$ cat src/cpuSettings.svh
`ifndef CPU_SETTINGS_SVH
`define CPU_SETTINGS_SVH

// Data and address width
`define CPU_XLEN 32

// Register file geometry
`define CPU_REGS 32
`define CPU_REG_BITS 5

// First fetch address after reset
`define CPU_RESET_PC 32'h0000_0000

// Byte step between instructions
`define CPU_PC_STEP 32'd4

`endif

$ cat src/cpuPkg.sv
package cpuPkg;

    // Control FSM states
    typedef enum logic [2:0] {
        Reset,
        Fetch,
        Decode,
        Execute,
        WriteBack
    } cpuState;

    typedef enum logic [5:0] {
        RType = 6'b000000,
        AddI  = 6'b001000
    } opcodeT;

    // R-type function field
    typedef enum logic [5:0] {
        Sll  = 6'b000000,
        Srl  = 6'b000010,
        Sra  = 6'b000011,
        Sllv = 6'b000100,
        Srav = 6'b000111,
        Add  = 6'b100000,
        Sub  = 6'b100010,
        And  = 6'b100100,
        Slt  = 6'b101010
    } functT;

    typedef enum logic [1:0] {
        AluAdd,
        AluSub,
        AluAnd,
        AluSlt
    } aluOpT;

    typedef enum logic [1:0] {
        ShiftNone,
        ShiftLeft,
        ShiftRightLogic,
        ShiftRightArith
    } shiftOpT;

endpackage

$ cat src/controlUnit.sv
`timescale 1ns/10ps

module controlUnit (
    input  logic            clk,
    input  logic            reset,
    input  cpuPkg::opcodeT  opcode,
    input  cpuPkg::functT   funct,
    input  logic            wbAck,
    output logic            wbCyc,
    output logic            wbStb,
    output logic            irLoad,
    output logic            pcLoad,
    output logic            operandLoad,
    output logic            regWrite,
    output logic            retireValid,
    output logic            useImm,
    output logic            useVarShamt,
    output logic            resultFromShift,
    output logic            destIsRt,
    output cpuPkg::aluOpT   aluOp,
    output cpuPkg::shiftOpT shiftOp
);

    cpuPkg::cpuState state;
    cpuPkg::cpuState nextState;
    logic            writesReg;

    always_ff @(posedge clk) begin
        if (reset) begin
            state <= cpuPkg::Reset;
        end else begin
            state <= nextState;
        end
    end

    always_comb begin
        nextState = state;
        case (state)
            cpuPkg::Reset:     nextState = cpuPkg::Fetch;
            // Wait here until memory answers
            cpuPkg::Fetch:     nextState = wbAck ? cpuPkg::Decode : cpuPkg::Fetch;
            cpuPkg::Decode:    nextState = cpuPkg::Execute;
            cpuPkg::Execute:   nextState = cpuPkg::WriteBack;
            cpuPkg::WriteBack: nextState = cpuPkg::Fetch;
            default:           nextState = cpuPkg::Reset;
        endcase
    end

    // Bus and register strobes follow the state
    assign wbCyc       = (state == cpuPkg::Fetch);
    assign wbStb       = (state == cpuPkg::Fetch);
    assign irLoad      = (state == cpuPkg::Fetch) && wbAck;
    assign pcLoad      = (state == cpuPkg::Fetch) && wbAck;
    assign operandLoad = (state == cpuPkg::Decode);
    assign retireValid = (state == cpuPkg::WriteBack);
    assign regWrite    = (state == cpuPkg::WriteBack) && writesReg;

    // Decode table, unknown codes fall through with no write
    always_comb begin
        aluOp           = cpuPkg::AluAdd;
        shiftOp         = cpuPkg::ShiftNone;
        useImm          = 1'b0;
        useVarShamt     = 1'b0;
        resultFromShift = 1'b0;
        destIsRt        = 1'b0;
        writesReg       = 1'b0;
        case (opcode)
            cpuPkg::RType: begin
                writesReg = 1'b1;
                case (funct)
                    cpuPkg::Add: aluOp = cpuPkg::AluAdd;
                    cpuPkg::Sub: aluOp = cpuPkg::AluSub;
                    cpuPkg::And: aluOp = cpuPkg::AluAnd;
                    cpuPkg::Slt: aluOp = cpuPkg::AluSlt;
                    cpuPkg::Sll: begin
                        shiftOp         = cpuPkg::ShiftLeft;
                        resultFromShift = 1'b1;
                    end
                    cpuPkg::Srl: begin
                        shiftOp         = cpuPkg::ShiftRightLogic;
                        resultFromShift = 1'b1;
                    end
                    cpuPkg::Sra: begin
                        shiftOp         = cpuPkg::ShiftRightArith;
                        resultFromShift = 1'b1;
                    end
                    cpuPkg::Sllv: begin
                        shiftOp         = cpuPkg::ShiftLeft;
                        useVarShamt     = 1'b1;
                        resultFromShift = 1'b1;
                    end
                    cpuPkg::Srav: begin
                        shiftOp         = cpuPkg::ShiftRightArith;
                        useVarShamt     = 1'b1;
                        resultFromShift = 1'b1;
                    end
                    default: writesReg = 1'b0;
                endcase
            end
            cpuPkg::AddI: begin
                aluOp     = cpuPkg::AluAdd;
                useImm    = 1'b1;
                destIsRt  = 1'b1;
                writesReg = 1'b1;
            end
            default: writesReg = 1'b0;
        endcase
    end

    // Bus cycle ends right after the acknowledge
    cycleEndsOnAck: assert property (@(posedge clk) disable iff (reset)
        wbStb && wbAck |=> !wbCyc && !wbStb);

    // Request holds until acknowledged
    stbHeld: assert property (@(posedge clk) disable iff (reset)
        wbStb && !wbAck |=> wbStb);

endmodule

$ cat src/aluUnit.sv
`timescale 1ns/10ps

`include "cpuSettings.svh"

module aluUnit (
    input  logic [`CPU_XLEN-1:0] operandA,
    input  logic [`CPU_XLEN-1:0] operandB,
    input  cpuPkg::aluOpT        aluOp,
    output logic [`CPU_XLEN-1:0] result
);

    logic [`CPU_XLEN-1:0] sum;
    logic [`CPU_XLEN-1:0] difference;
    logic                 lessThan;

    assign sum        = operandA + operandB;
    assign difference = operandA - operandB;

    // Signed compare
    assign lessThan = $signed(operandA) < $signed(operandB);

    always_comb begin
        case (aluOp)
            cpuPkg::AluAdd: result = sum;
            cpuPkg::AluSub: result = difference;
            cpuPkg::AluAnd: result = operandA & operandB;
            cpuPkg::AluSlt: result = {{(`CPU_XLEN-1){1'b0}}, lessThan};
            default:        result = sum;
        endcase
    end

endmodule

$ cat src/shiftUnit.sv
`timescale 1ns/10ps

`include "cpuSettings.svh"

module shiftUnit (
    input  logic [`CPU_XLEN-1:0] value,
    input  logic [4:0]           shamt,
    input  logic [`CPU_XLEN-1:0] varAmount,
    input  logic                 useVarShamt,
    input  cpuPkg::shiftOpT      shiftOp,
    output logic [`CPU_XLEN-1:0] result
);

    logic [4:0] amount;

    // Only the low five bits of rs count
    assign amount = useVarShamt ? varAmount[4:0] : shamt;

    always_comb begin
        case (shiftOp)
            cpuPkg::ShiftLeft:       result = value << amount;
            cpuPkg::ShiftRightLogic: result = value >> amount;
            cpuPkg::ShiftRightArith: result = $unsigned($signed(value) >>> amount);
            default:                 result = value;
        endcase
    end

endmodule

$ cat src/registerFile.sv
`timescale 1ns/10ps

`include "cpuSettings.svh"

module registerFile (
    input  logic                     clk,
    input  logic                     reset,
    input  logic                     writeEnable,
    input  logic [`CPU_REG_BITS-1:0] readAddrA,
    input  logic [`CPU_REG_BITS-1:0] readAddrB,
    input  logic [`CPU_REG_BITS-1:0] writeAddr,
    input  logic [`CPU_XLEN-1:0]     writeData,
    output logic [`CPU_XLEN-1:0]     readDataA,
    output logic [`CPU_XLEN-1:0]     readDataB
);

    logic [`CPU_XLEN-1:0] regs [0:`CPU_REGS-1];

    always_ff @(posedge clk) begin
        if (reset) begin
            for (int i = 0; i < `CPU_REGS; i++) begin
                regs[i] <= '0;
            end
        end else if (writeEnable && (writeAddr != '0)) begin
            regs[writeAddr] <= writeData;
        end
    end

    // Register 0 is never written so it reads back zero
    assign readDataA = regs[readAddrA];
    assign readDataB = regs[readAddrB];

    zeroRegA: assert property (@(posedge clk) disable iff (reset)
        (readAddrA == '0) |-> (readDataA == '0));

    zeroRegB: assert property (@(posedge clk) disable iff (reset)
        (readAddrB == '0) |-> (readDataB == '0));

endmodule

$ cat src/cpuTop.sv
`timescale 1ns/10ps

`include "cpuSettings.svh"

module cpuTop (
    input  logic                     clk,
    input  logic                     reset,
    input  logic                     wbAck,
    input  logic [`CPU_XLEN-1:0]     wbDatI,
    output logic                     wbCyc,
    output logic                     wbStb,
    output logic                     wbWe,
    output logic [`CPU_XLEN-1:0]     wbAdr,
    output logic                     retireValid,
    output logic [`CPU_REG_BITS-1:0] retireReg,
    output logic [`CPU_XLEN-1:0]     retireData
);

    logic [`CPU_XLEN-1:0]     pc;
    logic [`CPU_XLEN-1:0]     ir;
    logic [`CPU_XLEN-1:0]     regA;
    logic [`CPU_XLEN-1:0]     regB;
    logic [`CPU_XLEN-1:0]     resultReg;
    logic [`CPU_XLEN-1:0]     readDataA;
    logic [`CPU_XLEN-1:0]     readDataB;
    logic [`CPU_XLEN-1:0]     immExt;
    logic [`CPU_XLEN-1:0]     aluB;
    logic [`CPU_XLEN-1:0]     aluResult;
    logic [`CPU_XLEN-1:0]     shiftResult;
    logic [`CPU_REG_BITS-1:0] destReg;
    logic                     irLoad;
    logic                     pcLoad;
    logic                     operandLoad;
    logic                     regWrite;
    logic                     useImm;
    logic                     useVarShamt;
    logic                     resultFromShift;
    logic                     destIsRt;
    cpuPkg::aluOpT            aluOp;
    cpuPkg::shiftOpT          shiftOp;

    always_ff @(posedge clk) begin
        if (reset) begin
            pc <= `CPU_RESET_PC;
        end else if (pcLoad) begin
            pc <= pc + `CPU_PC_STEP;
        end
    end

    always_ff @(posedge clk) begin
        if (irLoad) begin
            ir <= wbDatI;
        end
        if (operandLoad) begin
            regA <= readDataA;
            regB <= readDataB;
        end
        // Stays stable through WriteBack since A, B and IR hold
        resultReg <= resultFromShift ? shiftResult : aluResult;
    end

    assign wbAdr = pc;
    assign wbWe  = 1'b0;

    assign immExt  = {{16{ir[15]}}, ir[15:0]};
    assign aluB    = useImm ? immExt : regB;
    assign destReg = destIsRt ? ir[20:16] : ir[15:11];

    // Trace port
    assign retireReg  = regWrite ? destReg : '0;
    assign retireData = resultReg;

    controlUnit ctrl0 (
        .clk             (clk),
        .reset           (reset),
        .opcode          (cpuPkg::opcodeT'(ir[31:26])),
        .funct           (cpuPkg::functT'(ir[5:0])),
        .wbAck           (wbAck),
        .wbCyc           (wbCyc),
        .wbStb           (wbStb),
        .irLoad          (irLoad),
        .pcLoad          (pcLoad),
        .operandLoad     (operandLoad),
        .regWrite        (regWrite),
        .retireValid     (retireValid),
        .useImm          (useImm),
        .useVarShamt     (useVarShamt),
        .resultFromShift (resultFromShift),
        .destIsRt        (destIsRt),
        .aluOp           (aluOp),
        .shiftOp         (shiftOp)
    );

    aluUnit alu0 (
        .operandA (regA),
        .operandB (aluB),
        .aluOp    (aluOp),
        .result   (aluResult)
    );

    // rt is shifted, rs gives the variable amount
    shiftUnit shift0 (
        .value       (regB),
        .shamt       (ir[10:6]),
        .varAmount   (regA),
        .useVarShamt (useVarShamt),
        .shiftOp     (shiftOp),
        .result      (shiftResult)
    );

    registerFile regs0 (
        .clk         (clk),
        .reset       (reset),
        .writeEnable (regWrite),
        .readAddrA   (ir[25:21]),
        .readAddrB   (ir[20:16]),
        .writeAddr   (destReg),
        .writeData   (resultReg),
        .readDataA   (readDataA),
        .readDataB   (readDataB)
    );

    // Address comes from the PC, which must not move during a wait
    adrHeld: assert property (@(posedge clk) disable iff (reset)
        wbStb && !wbAck |=> $stable(wbAdr));

endmodule

$ cat config.mk
export PLATFORM = sky130hd
export DESIGN_NAME = cpuTop
export DESIGN_NICKNAME = d
export VERILOG_FILES = /design/src/cpuPkg.sv /design/src/controlUnit.sv /design/src/aluUnit.sv /design/src/shiftUnit.sv /design/src/registerFile.sv /design/src/cpuTop.sv
export VERILOG_INCLUDE_DIRS = /design/src /design/src/src
export SDC_FILE = /design/constraint.sdc
export NUM_CORES = 2
export LEC_CHECK = 0
export ABC_AREA = 0
export BUFFER_PORTS_ARGS = -buffer_cell sky130_fd_sc_hd__buf_4
export CAP_MARGIN = 20
export CORE_MARGIN = 4
export CORE_UTILIZATION = 40
export DETAILED_ROUTE_END_ITERATION = 12
export PLACE_DENSITY_LB_ADDON = 0.15
export SYNTH_ARGS = -nofsm -noshare
export SYNTH_HDL_FRONTEND = slang
export SYNTH_SLANG_ARGS = --single-unit
$ cat constraint.sdc
create_clock -name clk -period 11.53 [get_ports clk]
set_input_delay 1.7295 -clock clk [delete_from_list [all_inputs] [get_ports clk]]
set_output_delay 1.7295 -clock clk [all_outputs]
set_load 0.005 [all_outputs]
After elaboration in Yosys (flattened, before gate mapping):

Memory sizes are Yosys's and may differ from the RTL's. A register that Yosys moved wholly into a read port is not among the register bits.
Cells that the tools add are included.

* $add $sub $neg: 3
* magnitude comparators: 1
* equal/unequal tests: 19
* shift operators: 3
* muxes and demuxes: 28
* bitwise logic cells: 1
* reduce and logical (&&, ||, !) cells: 15

Operator list (number)
* $pmux W32 S4: 1
* $mux W32: 3
* $pmux W32 S3: 1
* $add A32 B3 Y32 const B: 1
* $add A32 B32 Y32: 1
* $and A32 B32 Y32: 1
* $lt A32 B32 Y1: 1
* $reduce_or A32 Y1: 1
* $shl A32 B5 Y32: 1
* $shr A32 B5 Y32: 1
* $sshr A32 B5 Y32: 1
* $sub A32 B32 Y32: 1
* $eq A6 B6 Y1 const B: 4
* $mux W5: 4
* $eq A6 B2 Y1 const B: 2
* $eq A6 B3 Y1 const B: 2
* $logic_not A6 Y1: 2
* $mux W1: 12
* $pmux W2 S3: 2
* $pmux W3 S4: 1
* $reduce_or A9 Y1: 1
* $eq A2 B2 Y1 const B: 4
* $reduce_or A2 Y1: 4
* $eq A3 B2 Y1 const B: 2
* 11 further kinds: 16

* register bits after elaboration: 99
* memory bits (writable): 1024
* input port bits: 35
* output and inout port bits: 73
* logic and storage cells: 75
* memories: 1

Memory list
* regs0.regs: words 32, width 32, rd ports 2, clocked after Yosys merged registers in 2, write ports 32, RTL line registerFile.sv:17 `` logic [`CPU_XLEN-1:0] regs [0:`CPU_REGS-1]; ``

Depth between registers and ports, before layout:

* depth in word-level cells: 11
* gate-level depth with buffers: 17
* gate-level depth less buffers: 15

Modules after synthesis:

From an unflattened synthesis, not the netlist that was laid out.

* cell total of the unflattened synthesis: 6369
* area, all modules: 70503.9 um2

By module, submodules not included
* registerFile: instances 1, cells an instance 4605, area each 55888.6 um2, sequential area each 30749.5 um2
* cpuTop: instances 1, cells an instance 403, area each 5813.1 um2, sequential area each 4124.0 um2
* shiftUnit: instances 1, cells an instance 691, area each 4395.5 um2, sequential area each 0.0 um2
* aluUnit: instances 1, cells an instance 625, area each 4038.9 um2, sequential area each 0.0 um2
* controlUnit: instances 1, cells an instance 45, area each 367.9 um2, sequential area each 60.1 um2

Worst setup path before layout:

No wires, ideal clock.

* path type: register to register
* start point: reg ctrl0.state[1]
* end point: reg regA[0] (read register of regs0.regs), enable pin
* library setup time: 0.578 ns
* arrival: 5.238 ns
* required time: 10.952 ns
* path slack: 5.714 ns
* cell stages (with the launch flop): 3
* path buffers: 1
* period minus slack after synthesis: 5.816 ns
* path through: dfxtp_1 -> clkbuf_1 -> nor3b_1

* longest elaborated chain between the ends: 1

RTL lines
* start, declared: RTL line controlUnit.sv:24 `cpuPkg::cpuState state;`
* start signal, assigned: RTL line controlUnit.sv:30 `state <= cpuPkg::Reset;`
* start signal, assigned: RTL line controlUnit.sv:32 `state <= nextState;`
* $eq A3 B2 Y1: RTL line controlUnit.sv:54 `assign operandLoad = (state == cpuPkg::Decode);`
* end, declared: RTL line cpuTop.sv:21 `` logic [`CPU_XLEN-1:0] regA; ``

No other way between the ends.
A chain may end at the register's enable or synchronous reset.

Worst setup path in the final report:

* start point: reg ir[31]
* end point: reg resultReg[0], in the netlist retireData[0]

* longest elaborated chain between the ends: 6
* elaborated cells on any way between the ends: 26
* classes of those cells: 2 x add/sub; 1 x order compare; 7 x eq/ne; 3 x shift; 10 x mux; 1 x bitwise; 2 x reduce/logical

RTL lines
* start, declared: RTL line cpuTop.sv:20 `` logic [`CPU_XLEN-1:0] ir; ``
* start signal, assigned: RTL line cpuTop.sv:52 `ir <= wbDatI;`
* $eq A6 B4 Y1 / $logic_not A6 Y1 (equally long branches): RTL line controlUnit.sv:67 `case (opcode)`
* $mux W1: RTL line controlUnit.sv:67
* $mux W32 / $mux W5 (equally long branches): RTL line cpuTop.sv:66, shiftUnit.sv:17
* $sub A32 B32 Y32 (tied with other cells): RTL line aluUnit.sv:17 `assign difference = operandA - operandB;`
* $pmux W32 S4 / $pmux W32 S3 (equally long branches): RTL line aluUnit.sv:23, shiftUnit.sv:20
* $mux W32 *: RTL line cpuTop.sv:59 `resultReg <= resultFromShift ? shiftResult : aluResult;`
* end signal, assigned: RTL line cpuTop.sv:59
* end, declared: RTL line cpuTop.sv:23 `` logic [`CPU_XLEN-1:0] resultReg; ``

Every way passes the cells marked *; elsewhere a longest branch is shown, timed or not.

==> flow_summary_export.csv <==
group,metric,value,unit
placed_design,dp_hpwl,163900,um
worst_setup_path,crit_type,"reg -> reg",
floorplan,io_pins,108,
worst_hold_path,hold_path.class,"reg -> reg",
floorplan,rows,150,
routing,drtIter0Drc,6218,
routing,drc,0,
final_layout,area_delta_synth_final,11.36,%
power,swShare,0.2702,
sta,layout_min_cycle_time,5733,ps
global_route,grt_use_total,0.2944,
global_route,overflow,0,
logic_synthesis,synth_top_family_by_area,"multiplexers",
sta,clock_skew,47.83,ps
cts,cts-hold-fix-buffers,0,
logic_synthesis,ys.flop_type,"edfxtp_1",
power,internal-power,0.007895,W
routing,vias_per_cell,6.367,
floorplan,dieArea,176300,um2
global_route,grt_first_pass_wirelength,360600,um
placed_design,gp_congestion,1.008,
power,seqPwrFrac,0.462,
final_layout,fillers,14830,
routing,vias,44980,
final_layout,final_cell_mix,"1120 x edfxtp_1, 996 x and2_1, 640 x mux4_2, 238 x buf_4, 151 x mux2i_1",
logic_synthesis,syn_inst,4778,
sta,hold_viol,0,
power,p_comb_frac,0.128,
worst_setup_path,critPathRequiredTime,12180,ps
global_route,grt_pass1_vias,44200,
power,power_density,143.2,nW/um2
logic_synthesis,synthAdderAreaFrac,0.01294,
logic_synthesis,ys_seq_area_frac,0.5148,
power,p_leak,27.20,nW
cts,insertion_delay,800,ps
logic_synthesis,synth_compound_area_frac,0.04907,
final_layout,final_common_cell,"edfxtp_1",
cts,ctsResizeCount,0,
routing,antenna_left,0,
cts,post_cts_buffers,0,
routing,finalWirelength,260100,um
cts,cts_tree,"done",
power,p_total,0.01082,W
logic_synthesis,synth_edf_count,1120,
logic_synthesis,synthXorXnorAreaFrac,0.006067,
cts,cts_buffers,139,
sta,tightest_slew,1296,ps
sta,finalSetupViolCount,0,
routing,first_pass_iters,6,
cts,cts.sinks,1185,
worst_setup_path,worstSetupEndpointType,"register",
sta,slew_viol_final,0,
worst_setup_path,critPathMaxFanout,38,
logic_synthesis,synthArstFlopShare,0,
worst_hold_path,min_delay_path_depth,2,
worst_setup_path,startpoint_type,"register",
floorplan,start_util,0.4040,
power,p_sw,0.002923,W
cts,cts.clk_slew.worst_paths,60,ps
logic_synthesis,yosysUniqueCellTypes,100,
power,irDropWorstVdd,136.3,uV
worst_setup_path,r2r_cells,16,
sta,rsz0062_at_grt,"false",
floorplan,die-width,419.9,um
floorplan,core,168000,um2
logic_synthesis,synthSimpleGateAreaFrac,0.1338,
logic_synthesis,synth_area_per_cell,14.20,um2
worst_setup_path,cp_data_arrival_time,6380,ps
logic_synthesis,synthMuxAreaShare,0.2505,
logic_synthesis,synth_area,67860,um2
outcome,status,"finished clean",
final_layout,drive_gt1_frac,0.2643,
floorplan,die_h,419.9,um
global_route,antenna_found_initial,30,
placed_design,io_buffers,104,
sta,clock.fmax,174.4,MHz
global_route,grt_max_degree,125,
sta,setup-tns-final,0,ps
power,clkPwrFrac,0.410,
routing,wire_per_inst,36.81,um
cts,clk_path_buf_depth,3,
logic_synthesis,synth_warnings,0,
sta,fin_crit_sh,0.4972,
sta,relSlewSlack,0.1360,
cts,cts_root_buf,"clkbuf_16",
final_layout,final_nets,4847,
run,maxCapViolCount,0,
logic_synthesis,ys_seq_elements,1185,
cts,htree_levels,4,
-- metrics by stage --
stage	hold slack (ps)	setup WS [ps]	std cells	util	cell area, um2
detailed placement	501.0	5983	6806	0.4231	71070
CTS	512.5	5942	7054	0.4497	75530
finish	514.7	5797	7065	0.4498	75560
floorplan	486.7	5714	4812	-	67980
global route	536.8	5506	7054	0.4497	75530
global placement	489.8	6069	6801	0.4225	70960
-- state kept, by name, summed over array words and instances (netlist names) --
register / count
ctrl0.state: 3
ir: 32
regA: 32
regB: 32
regs0.regs: 1024
retireData: 32
wbAdr: 30
-- power by group through the flow --
| stage | clock (W) | combinational [W] | sequential (W) |
|---|---|---|---|
| final | 0.00443 | 0.00139 | 0.00500 |
| after global routing | 0.00466 | 0.00144 | 0.00501 |
| after CTS | 0.00448 | 0.00138 | 0.00500 |
| after detailed placement | 0 | 0.00138 | 0.00508 |
| after global placement | 0 | 0.00138 | 0.00508 |
| after floorplan | 0 | 0.000825 | 0.00502 |
-- critical path, cell delays in order (launching register included) --
cell	delay, ps
edfxtp_1	380
nor2_1	350
nor4b_2	460
nand2_2	80
buf_4	330
mux2_2	390
ha_1	230
fa_1	440
o21bai_1	230
a221o_1	210
nor4b_1	600
o21ai_1	220
a31oi_1	320
o32ai_1	180
o41ai_1	670
a221oi_1	210
a211o_1	300
-- synth_stat cells (21+ instances only) --
cell type  count  share of area
o21ai_0       74         0.0055
a21o_1        34         0.0038
and2_1       996          0.092
inv_1         68         0.0038
or2_2         37         0.0034
a21oi_1      120         0.0089
mux4_2       640           0.21
dfxtp_1       65          0.019
ha_1          67          0.012
xnor2_1       26         0.0034
clkbuf_1     303          0.017
a221oi_1      25         0.0032
a31oi_1       25         0.0023
buf_2         43         0.0032
nor2_1       167         0.0092
mux2i_1      154          0.023
mux2_2        88          0.015
nand3_1       52         0.0038
edfxtp_1    1120           0.50
buf_1         58         0.0032
nor3_1        41         0.0030
clkbuf_2      28         0.0021
xor2_1        21         0.0027
nand2_1      150         0.0083
a211oi_1      24         0.0027
-- final cells by class --
class | count | area [um2] | share of cell area
Antenna cell | 11 | 27.53 | 0.0003643
Multi-Input combinational cell | 3100 | 31110 | 0.4117
Tap cell | 2204 | 2758 | 0.03649
Timing Repair Buffer | 249 | 2014 | 0.02666
Clock buffer | 185 | 3732 | 0.04939
Inverter | 68 | 255.2 | 0.003378
Clock inverter | 63 | 733.2 | 0.009703
Sequential cell | 1185 | 34940 | 0.4623
-- final timing paths --
check                          from                endpoint  slack, ps
min reg2reg  wbAdr[11]$_SDFFE_PP0P_  wbAdr[11]$_SDFFE_PP0P_        510
max                ir[31]$_DFFE_PP_   retireData[0]$_DFF_P_       5800
min          wbAdr[11]$_SDFFE_PP0P_  wbAdr[11]$_SDFFE_PP0P_        510
max reg2reg        ir[31]$_DFFE_PP_   retireData[0]$_DFF_P_       5800
-- logic make-up (layout without fill, tap and decap cells) --
logic type,count (synthesis),count (layout)
other cells,1,46
buf+inv,527,565
xor+xnor,47,47
fa+ha+maj,69,69
flops,1185,1185
compound gates,487,487
simple gates,1577,1577
mux,885,885
-- layer usage --
layer / vias up / wire length [um] / GRT usage
met2: 2403 / 120200 / 0.4596
met4: 4 / 14500 / 0.1414
met5: - / 27 / 0
li1: 18300 / - / -
met1: 23730 / 104100 / 0.4007
met3: 546 / 21260 / 0.05153
Power figures use the tool's default switching activity.
